$ cat src/axi_settings.svh
//*************************************************
// bus settings: widths, SRAM depth and latency,
// CLINT region tag and response codes
//*************************************************
`ifndef AXI_SETTINGS_SVH
`define AXI_SETTINGS_SVH

`define AXI_ADDR_W    32
`define AXI_DATA_W    32

// on-chip SRAM model
`define SRAM_WORDS    256
`define SRAM_LATENCY  3      // address accept to response valid, must be >= 1

// upper 16 address bits of the timer region
`define CLINT_BASE    16'h0200

`define RESP_OKAY     2'b00
`define RESP_SLVERR   2'b10

`endif
$ cat src/axi_pkg.sv
//*************************************************
// axi_pkg: channel payload types shared by the
// arbiter, the xbar and both devices
//*************************************************
`include "axi_settings.svh"

package axi_pkg;

	typedef logic [`AXI_ADDR_W-1:0]   addr_t;
	typedef logic [`AXI_DATA_W-1:0]   data_t;
	typedef logic [`AXI_DATA_W/8-1:0] strb_t;  // one bit per byte lane
	typedef logic [1:0]               resp_t;
	typedef logic [2:0]               size_t;  // log2 of bytes per beat

	// ar and aw beats look the same
	typedef struct packed {
		addr_t addr;
		size_t size;
	} addr_req_t;

	typedef struct packed {
		data_t data;
		strb_t strb;
	} wdata_t;

	typedef struct packed {
		data_t data;
		resp_t resp;
	} rdata_t;

	typedef enum logic {
		DEV_SRAM,
		DEV_CLINT
	} device_t;

	typedef enum logic [1:0] {
		ARB_IDLE,
		ARB_BUSY_DATA,   // load/store port owns the path
		ARB_BUSY_INST    // fetch port owns the path
	} arb_state_t;

endpackage

$ cat src/axi_xbar.sv
//*************************************************
// axi_xbar: steers the granted path to the SRAM or
// the CLINT and returns that device's answers
//*************************************************
`timescale 1ns/1ps

module axi_xbar (
	input  axi_pkg::device_t   device_sel_i,
	// arbiter side
	input  axi_pkg::addr_req_t slv_ar_i, slv_aw_i,
	input  axi_pkg::wdata_t    slv_w_i,
	input  logic               slv_ar_valid_i, slv_aw_valid_i, slv_w_valid_i,
	output logic               slv_ar_ready_o, slv_aw_ready_o, slv_w_ready_o,
	output axi_pkg::rdata_t    slv_r_o,
	output axi_pkg::resp_t     slv_b_o,
	output logic               slv_r_valid_o, slv_b_valid_o,
	input  logic               slv_r_ready_i, slv_b_ready_i,
	// SRAM side
	output axi_pkg::addr_req_t sram_ar_o, sram_aw_o,
	output axi_pkg::wdata_t    sram_w_o,
	output logic               sram_ar_valid_o, sram_aw_valid_o, sram_w_valid_o,
	input  logic               sram_ar_ready_i, sram_aw_ready_i, sram_w_ready_i,
	input  axi_pkg::rdata_t    sram_r_i,
	input  axi_pkg::resp_t     sram_b_i,
	input  logic               sram_r_valid_i, sram_b_valid_i,
	output logic               sram_r_ready_o, sram_b_ready_o,
	// CLINT side
	output axi_pkg::addr_req_t clint_ar_o, clint_aw_o,
	output axi_pkg::wdata_t    clint_w_o,
	output logic               clint_ar_valid_o, clint_aw_valid_o, clint_w_valid_o,
	input  logic               clint_ar_ready_i, clint_aw_ready_i, clint_w_ready_i,
	input  axi_pkg::rdata_t    clint_r_i,
	input  axi_pkg::resp_t     clint_b_i,
	input  logic               clint_r_valid_i, clint_b_valid_i,
	output logic               clint_r_ready_o, clint_b_ready_o
);
	import axi_pkg::*;

	logic to_clint;

	assign to_clint = (device_sel_i == DEV_CLINT);

	// payloads fan out to both, the valids decide who sees a beat
	assign sram_ar_o  = slv_ar_i;
	assign sram_aw_o  = slv_aw_i;
	assign sram_w_o   = slv_w_i;
	assign clint_ar_o = slv_ar_i;
	assign clint_aw_o = slv_aw_i;
	assign clint_w_o  = slv_w_i;

	assign sram_ar_valid_o  = slv_ar_valid_i & ~to_clint;
	assign sram_aw_valid_o  = slv_aw_valid_i & ~to_clint;
	assign sram_w_valid_o   = slv_w_valid_i & ~to_clint;
	assign clint_ar_valid_o = slv_ar_valid_i & to_clint;
	assign clint_aw_valid_o = slv_aw_valid_i & to_clint;
	assign clint_w_valid_o  = slv_w_valid_i & to_clint;

	assign slv_ar_ready_o = to_clint ? clint_ar_ready_i : sram_ar_ready_i;
	assign slv_aw_ready_o = to_clint ? clint_aw_ready_i : sram_aw_ready_i;
	assign slv_w_ready_o  = to_clint ? clint_w_ready_i : sram_w_ready_i;

	// response mux back to the arbiter
	assign slv_r_o       = to_clint ? clint_r_i : sram_r_i;
	assign slv_r_valid_o = to_clint ? clint_r_valid_i : sram_r_valid_i;
	assign slv_b_o       = to_clint ? clint_b_i : sram_b_i;
	assign slv_b_valid_o = to_clint ? clint_b_valid_i : sram_b_valid_i;

	assign sram_r_ready_o  = slv_r_ready_i & ~to_clint;
	assign sram_b_ready_o  = slv_b_ready_i & ~to_clint;
	assign clint_r_ready_o = slv_r_ready_i & to_clint;
	assign clint_b_ready_o = slv_b_ready_i & to_clint;

endmodule

$ cat config.mk
export PLATFORM = sky130hd
export DESIGN_NAME = axi_xbar
export DESIGN_NICKNAME = d
export VERILOG_FILES = /design/src/axi_pkg.sv /design/src/axi_xbar.sv
export VERILOG_INCLUDE_DIRS = /design/src /design/src/src
export SDC_FILE = /design/constraint.sdc
export NUM_CORES = 1
export LEC_CHECK = 0
export ABC_AREA = 1
export BUFFER_PORTS_ARGS = -buffer_cell sky130_fd_sc_hd__buf_2
export CAP_MARGIN = 10
export CELL_PAD_IN_SITES_DETAIL_PLACEMENT = 0
export CELL_PAD_IN_SITES_GLOBAL_PLACEMENT = 1
export CORE_AREA = 2 2 175 177
export DETAILED_ROUTE_END_ITERATION = 8
export DIE_AREA = 0 0 177 179
export GPL_ROUTABILITY_DRIVEN = 0
export PLACE_DENSITY = 0.64
export SYNTH_ARGS = -nofsm -noshare
export SYNTH_HDL_FRONTEND = slang
export SYNTH_SLANG_ARGS = --single-unit
$ cat constraint.sdc
create_clock -name vclk -period 2.6
set_clock_uncertainty 0.2 [all_clocks]
set_input_delay 0.52 -clock vclk [all_inputs]
set_output_delay 0.52 -clock vclk [all_outputs]
set_load 0.02 [all_outputs]
==> parameters.txt <==
Parameter                              Value

STA
  Final Cycle Share    85.9%
  Max Transition Viols Final    0
  Smallest hold slack    0.840 ns
  Post-layout worst setup margin    0.366 ns
  Setup repair after global routing missed its margin    false
  Min cycle time layout    2.23 ns
  Slew of the pin with the lowest slew margin    0.475 ns
  Relative slew margins    68.4%
  Max Clock Freq    0.448 GHz
  Setup Viol. Count Final    0
  Final Hold Violating Endpoints    0
  Accumulated negative setup slack    0 ns

Pwr
  Power per standard cell area    165 mW/mm²
  LEAKAGE    0.00104 µW
  Largest voltage drop on the vdd net    0.0550 mV

Placement
  Pre-CTS setup slack    0.293 ns
  Count of input and output buffers    139
  Dpl hpwl    6660 µm
  Area post-placement    0.00182 mm²

Synth
  Post-synthesis compound-gate area fraction    0%
  Number of nets produced by synthesis    560
  Count of different cell masters after synthesis    8
  Instance count of the mapped netlist    366
  Proportion of synthesized chip area in sequential cells    0%
  Adder-Cell Fraction of Synth Area    0%
  Mux share of post-synthesis cell area    0%
  Post-Synthesis Mean Instance Area    6.31 µm²
  Synth Warn #    0
  Largest family of logic cells by synthesized area    buffers and inverters
  Post-synthesis instance area    0.00231 mm²
  Simple logic cell fraction of the synthesized area    23.8%
  Xor/xnor share of the synthesized area    0%

GRT
  Largest net degree at the start of global routing    42
  Remaining global-route overflow    0
  Global routing usage summed across all routing layers    4.26%
  Global-route wire length before repair    9700 µm
  Number of antenna violations at the first check in global routing    0
  Number of global-route vias before repair    1537

Detailed routing
  Total number of vias    1603
  Routed length per placed instance    11.6 µm
  Total routed wirelength    7910 µm
  Post-route DRC    0
  Detail-routed via count per cell    2.35
  Count of antenna-violating nets left after detailed routing    0
  Count of TritonRoute iterations in the first routing pass    4
  Violation count after the first detailed-routing iteration    35

Final layout
  Commonest cells after routing, fill and taps aside    sky130_fd_sc_hd__buf_2, sky130_fd_sc_hd__nand2_1, sky130_fd_sc_hd__nand2_2
  Post-layout util    6.05%
  Fraction of layout cells with a size suffix above 1    56.8%
  FF+latch count    0
  Clk_buf instances    0
  Layout-stage area growth over the synthesis result    -21.3%
  Post-route design area    0.00182 mm²
  Net count, final    481
  Register area    0 µm²
  Count of antenna diodes in the layout    0
  Leading cell type in the layout, fill and taps excluded    sky130_fd_sc_hd__buf_2

Floorplan
  Num ports    457
  Core ar.    0.0300 mm²
  Die outline width    177 µm
  Area enclosed by the die boundary    0.0317 mm²
  Number of standard-cell rows in the floorplan    64
  Chip height    179 µm
  Initial Utilization    7.69%

Setup path
  Longest individual stage delay on the worst path    0.39 ns
  Worst path required time    1.88 ns
  Crit path max fanout    18
  CP delay by family, top    buffers and inverters
  Worst path arrival time    1.51 ns
  Critical path type    in -> out
  Sort of element at the end of the critical path    output port
  Critical path buffer and inverter count    3
  Startpoint types    input pin
  Slowest stage cell, crit path    sky130_fd_sc_hd__buf_2
  Cells along the critical path    buf_2 -> buf_4 -> nand2_1 -> nand2_1 -> buf_2

Hold path
  Class of the tightest hold or removal check    in -> out

Job
  Reported max-cap violation count    0

Run status
  Result of the run    complete, no violations

CTS
  Number of buffers inserted by hold repair at cts    0
  Number of buffers inserted to repair setup after CTS    0
  Gates resized, CTS repair    0
## where the power goes
part	total [µW]	switching, µW	internal, µW
Combinational	299	182	117
Clock	0	0	0
Sequential	0	0	0
## per-stage QoR
stage,std cells,power [µW]
6_report,681,299
3_3_place_gp,681,305
4_1_cts,681,307
3_5_place_dp,681,306
2_1_floorplan,366,647
5_1_grt,681,329
## cells by family (layout without fill, tap and decap cells)
logic type             Yosys count  count (layout)
buffers and inverters          233             152
and+or+nand+nor                133             133
## routing by layer
layer	GRT usage [%]	routed length, µm	vias to the layer above
li1	-	-	705
met1	2.74	1880	580
met2	6.78	3430	210
met3	3.50	1630	106
met4	4.75	884	2
met5	1.92	78	-
## final cells by class
type,instances,area (µm²)
fill,3609,28200
inverter,11,48.8
tap,396,495
multi-input combinational,133,549
timing repair buffer,141,723
## Yosys cell counts
cell type / number / area share, %
sky130_fd_sc_hd__inv_8: 1 / 0.49
sky130_fd_sc_hd__nor2_1: 5 / 0.81
sky130_fd_sc_hd__nand2_1: 108 / 18
sky130_fd_sc_hd__buf_6: 5 / 2.4
sky130_fd_sc_hd__buf_12: 2 / 1.7
sky130_fd_sc_hd__inv_1: 10 / 1.6
sky130_fd_sc_hd__buf_4: 215 / 70
sky130_fd_sc_hd__nand2_2: 20 / 5.4
## path summary, 6_finish.rpt
path	startpoint	end	slack (ns)	cells past startpoint
max	device_sel_i	slv_r_o[0]	0.37	5
min	slv_aw_i[33]	sram_aw_o[33]	0.84	0
Power figures use the tool's default switching activity.
