===== src/axi_settings.svh =====
//*************************************************
// bus settings: widths, SRAM depth and latency,
// CLINT region tag and response codes
//*************************************************
`ifndef AXI_SETTINGS_SVH
`define AXI_SETTINGS_SVH

`define AXI_ADDR_W    32
`define AXI_DATA_W    32

// on-chip SRAM model
`define SRAM_WORDS    256
`define SRAM_LATENCY  3      // address accept to response valid, must be >= 1

// upper 16 address bits of the timer region
`define CLINT_BASE    16'h0200

`define RESP_OKAY     2'b00
`define RESP_SLVERR   2'b10

`endif

===== src/axi_pkg.sv =====
//*************************************************
// axi_pkg: channel payload types shared by the
// arbiter, the xbar and both devices
//*************************************************
`include "axi_settings.svh"

package axi_pkg;

	typedef logic [`AXI_ADDR_W-1:0]   addr_t;
	typedef logic [`AXI_DATA_W-1:0]   data_t;
	typedef logic [`AXI_DATA_W/8-1:0] strb_t;  // one bit per byte lane
	typedef logic [1:0]               resp_t;
	typedef logic [2:0]               size_t;  // log2 of bytes per beat

	// ar and aw beats look the same
	typedef struct packed {
		addr_t addr;
		size_t size;
	} addr_req_t;

	typedef struct packed {
		data_t data;
		strb_t strb;
	} wdata_t;

	typedef struct packed {
		data_t data;
		resp_t resp;
	} rdata_t;

	typedef enum logic {
		DEV_SRAM,
		DEV_CLINT
	} device_t;

	typedef enum logic [1:0] {
		ARB_IDLE,
		ARB_BUSY_DATA,   // load/store port owns the path
		ARB_BUSY_INST    // fetch port owns the path
	} arb_state_t;

endpackage


===== src/clint_timer.sv =====
//*************************************************
// clint_timer: free-running 64-bit mtime, read as
// two words, writes refused with SLVERR
//*************************************************
`timescale 1ns/1ps
`include "axi_settings.svh"

module clint_timer (
	input  logic               clock,
	input  logic               reset,
	input  axi_pkg::addr_req_t ar_i, aw_i,
	input  axi_pkg::wdata_t    w_i,
	input  logic               ar_valid_i, aw_valid_i, w_valid_i,
	output logic               ar_ready_o, aw_ready_o, w_ready_o,
	output axi_pkg::rdata_t    r_o,
	output axi_pkg::resp_t     b_o,
	output logic               r_valid_o, b_valid_o,
	input  logic               r_ready_i, b_ready_i
);
	import axi_pkg::*;

	logic [63:0] mtime_q;
	data_t       rdata_q;
	logic        r_valid_q;
	logic        b_valid_q;
	logic        idle;
	logic        wr_fire;
	logic        rd_fire;

	assign idle = ~r_valid_q & ~b_valid_q;

	assign ar_ready_o = idle;
	assign aw_ready_o = idle;
	assign w_ready_o  = idle;

	assign wr_fire = idle & aw_valid_i & w_valid_i;   // aw_i and w_i are dropped
	assign rd_fire = idle & ar_valid_i & ~wr_fire;

	assign r_o       = '{data: rdata_q, resp: `RESP_OKAY};
	assign r_valid_o = r_valid_q;
	assign b_o       = `RESP_SLVERR;    // mtime is read only here
	assign b_valid_o = b_valid_q;

	always_ff @(posedge clock) begin
		if (reset) begin
			mtime_q   <= '0;
			r_valid_q <= 1'b0;
			b_valid_q <= 1'b0;
		end else begin
			mtime_q <= mtime_q + 64'd1;
			if (rd_fire)
				r_valid_q <= 1'b1;
			else if (r_valid_q && r_ready_i)
				r_valid_q <= 1'b0;
			if (wr_fire)
				b_valid_q <= 1'b1;
			else if (b_valid_q && b_ready_i)
				b_valid_q <= 1'b0;
		end
	end

	// offset 0 is the low word, anything else the high word
	always_ff @(posedge clock) begin
		if (rd_fire)
			rdata_q <= (ar_i.addr[15:0] == 16'h0) ? mtime_q[31:0] : mtime_q[63:32];
	end

endmodule


===== config.mk =====
export PLATFORM = sky130hd
export DESIGN_NAME = clint_timer
export DESIGN_NICKNAME = d
export VERILOG_FILES = /design/src/axi_pkg.sv /design/src/clint_timer.sv
export VERILOG_INCLUDE_DIRS = /design/src /design/src/src
export SDC_FILE = /design/constraint.sdc
export NUM_CORES = 1
export LEC_CHECK = 0
export BUFFER_PORTS_ARGS = -buffer_cell sky130_fd_sc_hd__buf_2
export CAP_MARGIN = 20
export CORE_ASPECT_RATIO = 2
export CORE_MARGIN = 2
export CORE_UTILIZATION = 54
export CTS_CLUSTER_DIAMETER = 40
export DETAILED_ROUTE_END_ITERATION = 16
export GPL_TIMING_DRIVEN = 0
export PLACE_DENSITY = 0.85
export SLEW_MARGIN = 20
export SYNTH_ARGS = -nofsm -noshare
export SYNTH_HDL_FRONTEND = slang
export SYNTH_SLANG_ARGS = --single-unit

===== constraint.sdc =====
create_clock -name clock -period 7.42 [get_ports clock]
set_input_delay 0 -clock clock [delete_from_list [all_inputs] [get_ports clock]]
set_output_delay 0 -clock clock [all_outputs]
set_load 0.02 [all_outputs]

==> out/qor.csv <==
stage,metric,value,unit
clock_tree,clk_lat worst skew,340,ps
clock_tree,maximum root-to-sink buffer count,2,
grt,GRT overflow,0,
cells_and_area,# diodes,0,
pwr,Peak supply drop,0.174,mV
synth,"Distinct cells, synth",35,
worst_setup_path,critical path arrival,2870,ps
die,Core ar.,8170,um2
synth,Synth area leader,dfxtp_1,
placed_design,placed cell count,603,
die,Chip Width,68.4,um
grt,first-pass GRT wire length,17600,um
detailed_routing,drt total wl,10800,um
synth,main combinational cell family by area after synthesis,simple AND/OR/NAND/NOR gates,
synth,Post-Synth XOR/XNOR Area,8.21,%
status,status,completed,
timing,RSZ-0062 raised after global routing,no,
detailed_routing,Avg WL per Cell,17.3,um
detailed_routing,ANT nets after route,0,
worst_setup_path,Worst EP required,7650,ps
cells_and_area,layout cells sized above 1,24.2,%
grt,total track usage,26.0,%
timing,min Tclk post-route,2640,ps
cells_and_area,most frequent cells in the layout,"66 x dfxtp_1, 64 x buf_2, 54 x nor2_1",
die,DIE AREA,9080,um2
timing,max-slew violation count,0,
pwr,Lkg Pwr,2.03,nW
synth,"Cell Area, Synth",4480,um2
detailed_routing,Iter 0 DRT Violations,183,
min_path,Worst Hold Launch,reset,
cells_and_area,Layout Area Growth over Synthesis,17.7,%
synth,Area contributors post-synth,"dfxtp_1 30%, edfxtp_1 21%, mux2_2 8.5%, xor2_1 6.1%, nand4_1 5.2%",
timing,Setup TNS,0,ps
timing,Worst Max-Slew Pin Slew,911,ps
synth,ys async rst share,0,%
worst_setup_path,"slowest stage delay, CP",820,ps
placed_design,# port buffers,59,
detailed_routing,DRC errors left,0,
synth,Syn Inst Count,443,
worst_setup_path,cell family with most CP delay,simple AND/OR/NAND/NOR gates,
die,Initial Util,54.8,%
clock_tree,clock sinks,98,
synth,#FFs+latches synth,98,
clock_tree,CTS tree,built,
synth,mux contribution to synthesized area,8.55,%
grt,pin count of the biggest net entering global routing,18,
clock_tree,PostCTS Resize Cnt,0,
synth,Synth Area in Compound Gates,4.47,%
clock_tree,H-tree levels,3,
detailed_routing,vias per cell,5.86,
worst_setup_path,worst r2r src,mtime_q[23],
timing,Max Clk Rate,0.379,GHz
synth,sequential share of the synthesized area,51.0,%
cells_and_area,"commonest non-fill, non-tap cell in the layout",dfxtp_1,
worst_setup_path,critical-path cell list,nand3_1 > nor4_1 > nand4_1 > nor4_1 > mux2_2,
cells_and_area,"Design Area, Final",5270,um2
worst_setup_path,"most used cell, CP",nor4_1,
grt,vias in the first global route,3693,
worst_setup_path,WS Path Type,reg -> reg,
synth,simple-gate share of the synthesized area,24.2,%
job,Max-Cap Viols,0,
worst_setup_path,buffers plus inverters on the worst setup path,0,
worst_setup_path,crit path from,mtime_q[23],
placed_design,Detail Placement HPWL,7760,um
die,Cell Rows,47,
synth,Post-synth EDFFs,32,
die,I/O pin cnt,154,
timing,# setup viols final,0,
synth,average size of a mapped cell,10.1,um2
placed_design,GPL Wtd Cong,0.920,
cells_and_area,final cell count without fillers,622,
cells_and_area,# nets final,633,
synth,Synth Warn #,0,
min_path,Worst Hold Class,in -> reg,
detailed_routing,Vias,3643,
pwr,pwr/cell area,207,nW/um2
placed_design,placed cell area,4940,um2
worst_setup_path,CP Capture Type,register,
worst_setup_path,Critical Path Fanout Max,6,
cells_and_area,fillcell total,648,
timing,Fin Clk Skew,5.62,ps
worst_setup_path,Worst setup SP type,register,
timing,final worst path period share,35.5,%
detailed_routing,DR pass1 iterations,6,
clock_tree,root buffer cell,clkbuf_16,
grt,initial antenna violation count,0,
clock_tree,Post-CTS Setup Bufs,0,
synth,post-synthesis adder-cell area fraction,0.279,%
synth,Post-synth top flop,dfxtp_1,
synth,area fraction of the dominant cell type after synthesis,29.5,%
worst_setup_path,"slowest stage cell, crit path",nor4_1,
clock_tree,"Reg clk slew, reported paths",60,ps
timing,endpoints failing hold,0,
clock_tree,Num CTS Buffers,9,
timing,Slew HR,38.7,%
die,Die Ht,133,um
[stage by stage]
step | setup WS [ps] | hold WS, ps | utilization, % | total power (W)
global route | 4620 | 67.9 | 64.5 | 0.00112
finish | 4780 | 20.4 | 64.5 | 0.00109
detailed placement | 4860 | 308 | 60.5 | 0.000643
global placement | 4000 | 271 | 60.0 | 0.000638
CTS | 4770 | 3.12 | 64.5 | 0.00110
floorplan | 4430 | 165 | - | 0.000616
[registers in the layout, summed over array words and instances (netlist names)]
register	cells
r_valid_o	1
mtime_q	64
rdata_q	32
b_valid_o	1
[worst paths after layout]
check,endpoint,slack [ps],cells after the start
worst max-delay path,mtime_q[63],4780,5
worst min-delay path,mtime_q[37],20,3
worst max register to register,mtime_q[63],4780,5
worst min register to register,mtime_q[0],460,1
[layer usage]
layer	vias to the layer above	share of wire (%)	GRT usage (%)
li1	1749	-	-
met1	1745	36	27.6
met2	108	55	44.5
met3	41	3.7	5.78
met4	0	5.1	15.8
met5	-	0	0
[area by class of cell]
| type | count | area (um2) | share of cell area (%) |
|---|---|---|---|
| sequential | 98 | 2280 | 43.3 |
| tap | 98 | 123 | 2.33 |
| buffer | 23 | 115 | 2.18 |
| inverter | 7 | 26.3 | 0.498 |
| clock inverter | 3 | 18.8 | 0.356 |
| multi-input combinational | 317 | 2070 | 39.3 |
| timing repair buffer | 63 | 353 | 6.69 |
| clock buffer | 13 | 282 | 5.34 |
[what timing repair did]
action | in CTS | in global routing
hold buffers | 3 | 0
endpoints found under the setup margin | 0 | 0
endpoints found under the hold margin | 2 | 0
[power breakdown]
part           internal [W]  leakage (nW)   total, W  switching (W)
clock network      0.000266         0.151   0.000460       0.000194
registers          0.000565         0.845   0.000569     0.00000395
logic             0.0000224          1.03  0.0000641      0.0000416
total              0.000854          2.03    0.00109       0.000240
[synth_stat cells, types with 9 or more instances]
library cell and count:
dfxtp_1 66, nor2_1 54, nand4_1 37, mux2_2 34, edfxtp_1 32, xor2_1 31
nand2_1 29, a21oi_1 19, o21ai_0 16, and3_1 14, or3_1 14, nand3_1 11
xnor2_1 11, clkbuf_1 9, nor4_1 9
[cell families after synthesis]
family          Yosys count
compound gates           38
xor+xnor                 42
fa+ha+maj                 1
buf+inv                  30
flops                    98
mux                      34
other cells               2
simple gates            198
[worst register-to-register path: stages (launching register included)]
cell and delay, ps:
dfxtp_1 450, nand3_1 200, nor4_1 820, nand4_1 310, nor4_1 380, mux2_2 370
No activity file was read; power rests on OpenSTA's default activity.
