--- src/axi_settings.svh ---
//*************************************************
// bus settings: widths, SRAM depth and latency,
// CLINT region tag and response codes
//*************************************************
`ifndef AXI_SETTINGS_SVH
`define AXI_SETTINGS_SVH

`define AXI_ADDR_W    32
`define AXI_DATA_W    32

// on-chip SRAM model
`define SRAM_WORDS    256
`define SRAM_LATENCY  3      // address accept to response valid, must be >= 1

// upper 16 address bits of the timer region
`define CLINT_BASE    16'h0200

`define RESP_OKAY     2'b00
`define RESP_SLVERR   2'b10

`endif
--- src/axi_pkg.sv ---
//*************************************************
// axi_pkg: channel payload types shared by the
// arbiter, the xbar and both devices
//*************************************************
`include "axi_settings.svh"

package axi_pkg;

	typedef logic [`AXI_ADDR_W-1:0]   addr_t;
	typedef logic [`AXI_DATA_W-1:0]   data_t;
	typedef logic [`AXI_DATA_W/8-1:0] strb_t;  // one bit per byte lane
	typedef logic [1:0]               resp_t;
	typedef logic [2:0]               size_t;  // log2 of bytes per beat

	// ar and aw beats look the same
	typedef struct packed {
		addr_t addr;
		size_t size;
	} addr_req_t;

	typedef struct packed {
		data_t data;
		strb_t strb;
	} wdata_t;

	typedef struct packed {
		data_t data;
		resp_t resp;
	} rdata_t;

	typedef enum logic {
		DEV_SRAM,
		DEV_CLINT
	} device_t;

	typedef enum logic [1:0] {
		ARB_IDLE,
		ARB_BUSY_DATA,   // load/store port owns the path
		ARB_BUSY_INST    // fetch port owns the path
	} arb_state_t;

endpackage

--- src/axi_arbiter.sv ---
//*************************************************
// axi_arbiter: one transaction at a time from the
// fetch or load/store port, data port first
//*************************************************
`timescale 1ns/1ps
`include "axi_settings.svh"

module axi_arbiter (
	input  logic               clock,
	input  logic               reset,
	// fetch port, read only
	input  axi_pkg::addr_req_t inst_ar_i,
	input  logic               inst_ar_valid_i,
	output logic               inst_ar_ready_o,
	output axi_pkg::rdata_t    inst_r_o,
	output logic               inst_r_valid_o,
	input  logic               inst_r_ready_i,
	// load/store port
	input  axi_pkg::addr_req_t data_ar_i,
	input  logic               data_ar_valid_i,
	output logic               data_ar_ready_o,
	input  axi_pkg::addr_req_t data_aw_i,
	input  logic               data_aw_valid_i,
	output logic               data_aw_ready_o,
	input  axi_pkg::wdata_t    data_w_i,
	input  logic               data_w_valid_i,
	output logic               data_w_ready_o,
	output axi_pkg::rdata_t    data_r_o,
	output logic               data_r_valid_o,
	input  logic               data_r_ready_i,
	output axi_pkg::resp_t     data_b_o,
	output logic               data_b_valid_o,
	input  logic               data_b_ready_i,
	// shared path toward the xbar
	output axi_pkg::addr_req_t slv_ar_o,
	output logic               slv_ar_valid_o,
	input  logic               slv_ar_ready_i,
	output axi_pkg::addr_req_t slv_aw_o,
	output logic               slv_aw_valid_o,
	input  logic               slv_aw_ready_i,
	output axi_pkg::wdata_t    slv_w_o,
	output logic               slv_w_valid_o,
	input  logic               slv_w_ready_i,
	input  axi_pkg::rdata_t    slv_r_i,
	input  logic               slv_r_valid_i,
	output logic               slv_r_ready_o,
	input  axi_pkg::resp_t     slv_b_i,
	input  logic               slv_b_valid_i,
	output logic               slv_b_ready_o,
	output axi_pkg::device_t   device_sel_o
);
	import axi_pkg::*;

	arb_state_t state_q;
	arb_state_t state_d;
	device_t    device_q;      // target held while busy
	device_t    device_dec;
	addr_t      req_addr;
	logic       idle;
	logic       grant_wr;
	logic       grant_rd;
	logic       grant_inst;
	logic       accepted;
	logic       owner_done;

	assign idle = (state_q == ARB_IDLE);

	// store needs aw and w together, then load, then fetch
	assign grant_wr   = idle & data_aw_valid_i & data_w_valid_i;
	assign grant_rd   = idle & ~grant_wr & data_ar_valid_i;
	assign grant_inst = idle & ~grant_wr & ~data_ar_valid_i & inst_ar_valid_i;

	assign req_addr = grant_wr ? data_aw_i.addr :
		grant_rd ? data_ar_i.addr : inst_ar_i.addr;

	// timer region is tagged by the upper half of the address
	assign device_dec = (req_addr[`AXI_ADDR_W-1 -: 16] == `CLINT_BASE) ? DEV_CLINT : DEV_SRAM;
	assign device_sel_o = idle ? device_dec : device_q;

	assign slv_ar_o       = grant_inst ? inst_ar_i : data_ar_i;
	assign slv_ar_valid_o = grant_rd | grant_inst;
	assign slv_aw_o       = data_aw_i;
	assign slv_aw_valid_o = grant_wr;
	assign slv_w_o        = data_w_i;
	assign slv_w_valid_o  = grant_wr;

	// ready only reaches the winner, and only in the request cycle
	assign data_aw_ready_o = grant_wr & slv_aw_ready_i & slv_w_ready_i;
	assign data_w_ready_o  = data_aw_ready_o;
	assign data_ar_ready_o = grant_rd & slv_ar_ready_i;
	assign inst_ar_ready_o = grant_inst & slv_ar_ready_i;
	assign accepted = data_aw_ready_o | data_ar_ready_o | inst_ar_ready_o;

	// responses are steered to the owner, the other port sees nothing
	assign inst_r_o       = slv_r_i;
	assign inst_r_valid_o = (state_q == ARB_BUSY_INST) & slv_r_valid_i;
	assign data_r_o       = slv_r_i;
	assign data_r_valid_o = (state_q == ARB_BUSY_DATA) & slv_r_valid_i;
	assign data_b_o       = slv_b_i;
	assign data_b_valid_o = (state_q == ARB_BUSY_DATA) & slv_b_valid_i;
	assign slv_r_ready_o  = (state_q == ARB_BUSY_DATA) ? data_r_ready_i :
		(state_q == ARB_BUSY_INST) & inst_r_ready_i;
	assign slv_b_ready_o  = (state_q == ARB_BUSY_DATA) & data_b_ready_i;

	assign owner_done = (inst_r_valid_o & inst_r_ready_i) |
		(data_r_valid_o & data_r_ready_i) | (data_b_valid_o & data_b_ready_i);

	always_comb begin
		state_d = state_q;
		case (state_q)
			ARB_IDLE: begin
				if (accepted) begin
					state_d = grant_inst ? ARB_BUSY_INST : ARB_BUSY_DATA;
				end
			end
			ARB_BUSY_DATA,
			ARB_BUSY_INST: begin
				if (owner_done) begin
					state_d = ARB_IDLE;   // free on the owner's response beat
				end
			end
			default: state_d = ARB_IDLE;
		endcase
	end

	always_ff @(posedge clock) begin
		if (reset) begin
			state_q  <= ARB_IDLE;
			device_q <= DEV_SRAM;
		end else begin
			state_q <= state_d;
			if (idle && accepted) begin
				device_q <= device_dec;
			end
		end
	end

endmodule

--- config.mk ---
export PLATFORM = sky130hd
export DESIGN_NAME = axi_arbiter
export DESIGN_NICKNAME = d
export VERILOG_FILES = /design/src/axi_pkg.sv /design/src/axi_arbiter.sv
export VERILOG_INCLUDE_DIRS = /design/src /design/src/src
export SDC_FILE = /design/constraint.sdc
export NUM_CORES = 1
export LEC_CHECK = 0
export BUFFER_PORTS_ARGS = -buffer_cell sky130_fd_sc_hd__buf_4
export CAP_MARGIN = 20
export CORE_AREA = 2 2 147 149
export DETAILED_ROUTE_END_ITERATION = 10
export DIE_AREA = 0 0 149 151
export PLACE_DENSITY_LB_ADDON = 0.3
export SETUP_SLACK_MARGIN = 0.02
export SLEW_MARGIN = 30
export SYNTH_ARGS = -nofsm -noshare
export SYNTH_HDL_FRONTEND = slang
export SYNTH_SLANG_ARGS = --single-unit
export TNS_END_PERCENT = 30
--- constraint.sdc ---
create_clock -name clock -period 3.95 [get_ports clock]
set_input_delay 0.79 -clock clock [delete_from_list [all_inputs] [get_ports clock]]
set_output_delay 0.79 -clock clock [all_outputs]
set_load 0.01 [all_outputs]
==> out/results.ini <==
[placement]
dpl.hpwl_um=7660
place.gp.congestion=0.738
numPortBuffers=163

[critical_path]
crit_slowest_cell=ha_1
r2r.worst_path.cells=7
crit_fanout=38
critical_path_buf_inv_count=3
arrival_ns=2.47
crit_family=buffers and inverters
cp.required_ns=3.16
max_stage_delay_ns=0.45
cp_num_cells=7
cpMostUsedCell=buf_4
startpoint_type=flop
end_kind=output port
path_cells=inv_1, ha_1, a21boi_4, nand3b_1, buf_4, mux2_1, buf_4
path_class=flop to output port

[timing]
report.final.slew_viol_count=0
hold_viol_final=0
grt_setup_unrepaired=no
min_period_over_period_pct=82.6
tns_ns=0
fin_worst_skew_ns=0.000790
layout_min_cycle_time_ns=3.26
setup_viol=0
tightest_slew_ns=0.529
slew_headroom_pct=64.4
fmax_mhz=307

[drt]
drtIter0Drc=35
drc=0
drt_first_pass_iters=4
wl_met1_um=2570
top_layer=met4
wl_per_cell_um=15.9
wl_met2_um=4590
viasPerCell=3.06
vias=1659
wl_um=8590
route.met3.wl_um=860
ant_nets=0

[finish]
antennaDiodeCount=0
postLayoutCoreUtil_pct=12.3
nNetsFinal=462
final_layout_size_suffix_gt1_share_pct=73.4
nFillCells=2429
areaGrowthSynthToFinish_pct=28.2

[synthesis]
synth.distinct_cells=37
mappedNetlistNets=439
netlist_instances=245
synth_xor_area_share_pct=0
synth-simple-area-share_pct=11.2
synthesis.area_mm2=0.00200
synth_top_family_by_area=buffers and inverters
synth_mux_area_share_pct=19.7
synthArstFlopShare_pct=0
synth_compound_area_share_pct=7.93
synth_top_flop_cell=dfxtp_1
synth_seq_cells=3
ys_seq_area_share_pct=3.00
yosysWarnings=0
synth_edf_count=0
synth_adder_area_share_pct=1.87
avgSynthCellArea_um2=8.18

[clock_tree]
post_cts_buffers=0
cts_root_buffer=clkbuf_16
cts_max_level=1
cts_resized=0
cts_num_sinks=3
clockBufferDepth=2
clk_pin_slew_ns=0.03
clk_latency_ns=0.22
cts_tree=built
cts-buffers-inserted=3
hold_buffers=0

[power]
power_w=0.000510
p_per_area_mw_per_mm2=199
irDropWorstVdd_mv=0.0771
power_leakage_nw=1.16

[grt]
grt.total_usage_pct=6.95
grt_pass1_vias=1833
antenna_found_initial=0
gr-total-overflow=0
grt_pass1_wl_um=11300
grt_max_degree=39

[floorplan]
io-pin-count=380
start_util_pct=9.62
num_rows=53
fp.dieArea_mm2=0.0225
core_mm2=0.0208
fp.dieW_um=149
dieHeight_um=151

[job]
cap_violations=0

[worst_hold_path]
hold_depth=2
hp-class=flop to flop

[status]
status=complete, no violations

report_power, final:
| group | switching (W) | internal [W] |
|---|---|---|
| clock network | 0.0000257 | 0.000133 |
| logic | 0.000138 | 0.000177 |
| registers | 0.00000167 | 0.0000338 |
worst min-delay path, stage by stage (launching register included):
cell and delay [ns]:
dfxtp_1 0.30, inv_1 0.06, a2111oi_2 0.05
final timing paths:
kind | slack [ns] | from | to
worst max-delay path | 0.69 | state_q[0] | slv_ar_o[4]
worst min-delay path | 0.47 | device_q | device_q
worst max register to register | 1.50 | state_q[0] | state_q[1]
worst min register to register | 0.47 | device_q | device_q
cell type report:
cell class              instances  area, µm²  share of cell area, %
repair buffers                166       1250                   48.5
multi-input cells              88        816                   31.8
well taps                     275        344                   13.4
clock buffers                   4       78.8                   3.07
flip-flops and latches          3       60.1                   2.34
inverters                       6       22.5                  0.877
registers in the layout (all words and copies together) (netlist names):
name      cells
device_q      1
state_q       2
Yosys cell counts (2+ instances only):
| cell type | count | area, µm² |
|---|---|---|
| or4_1 | 5 | 37.5 |
| a21oi_1 | 2 | 10.0 |
| inv_1 | 6 | 22.5 |
| mux2_2 | 18 | 203 |
| ha_1 | 3 | 37.5 |
| and3_1 | 2 | 12.5 |
| nor4_1 | 6 | 37.5 |
| nand3b_1 | 2 | 15.0 |
| mux2_1 | 17 | 191 |
| nand2_1 | 2 | 7.51 |
| o31ai_1 | 2 | 15.0 |
| o21a_1 | 2 | 15.0 |
| buf_2 | 4 | 20.0 |
| o32ai_1 | 2 | 17.5 |
| buf_4 | 143 | 1070 |
| nor3_1 | 2 | 10.0 |
| dfxtp_1 | 3 | 60.1 |
| and2_1 | 4 | 25.0 |
| nor4b_1 | 2 | 17.5 |
per-layer routing:
| layer | vias up | GRT usage [%] |
|---|---|---|
| li1 | 740 | - |
| met1 | 738 | 6.02 |
| met3 | 58 | 1.78 |
| met2 | 123 | 13.6 |
| met5 | - | 0 |
| met4 | 0 | 5.24 |
per-stage QoR:
stage / std cells / cell area (µm²) / setup WS, ns / hold WS [ns]
2_1_floorplan: 245 / 2000 / 1.27 / 0.443
6_report: 542 / 2570 / 0.689 / 0.465
5_1_grt: 542 / 2570 / 0.499 / 0.487
3_5_place_dp: 538 / 2490 / 0.651 / 0.461
3_3_place_gp: 538 / 2490 / 0.623 / 0.459
4_1_cts: 542 / 2570 / 0.617 / 0.466
kinds of logic (layout without fill, tap and decap cells):
kind of cell | count (synthesis) | count (layout)
buffers and inverters | 154 | 176
and+or+nand+nor | 33 | 33
DFF | 3 | 3
AOI/OAI and AO/OA | 17 | 17
adders and majority gates | 3 | 3
muxes | 35 | 35
layout by cell type (no fill, tap or decap), types with 2 or more instances in the layout:
master | synthesis | routed
buf_4 | 143 | 166
o31ai_1 | 2 | 2
nor4b_1 | 2 | 2
nor3_1 | 2 | 2
clkbuf_16 | 0 | 3
nor4_1 | 6 | 6
a21oi_1 | 2 | 2
nand3b_1 | 2 | 2
and3_1 | 2 | 2
nand2_1 | 2 | 2
dfxtp_1 | 3 | 3
and2_1 | 4 | 4
inv_1 | 6 | 6
mux2_2 | 18 | 18
ha_1 | 3 | 3
o32ai_1 | 2 | 2
mux2_1 | 17 | 17
o21a_1 | 2 | 2
or4_1 | 5 | 5
No activity file was read; power rests on OpenSTA's default activity.
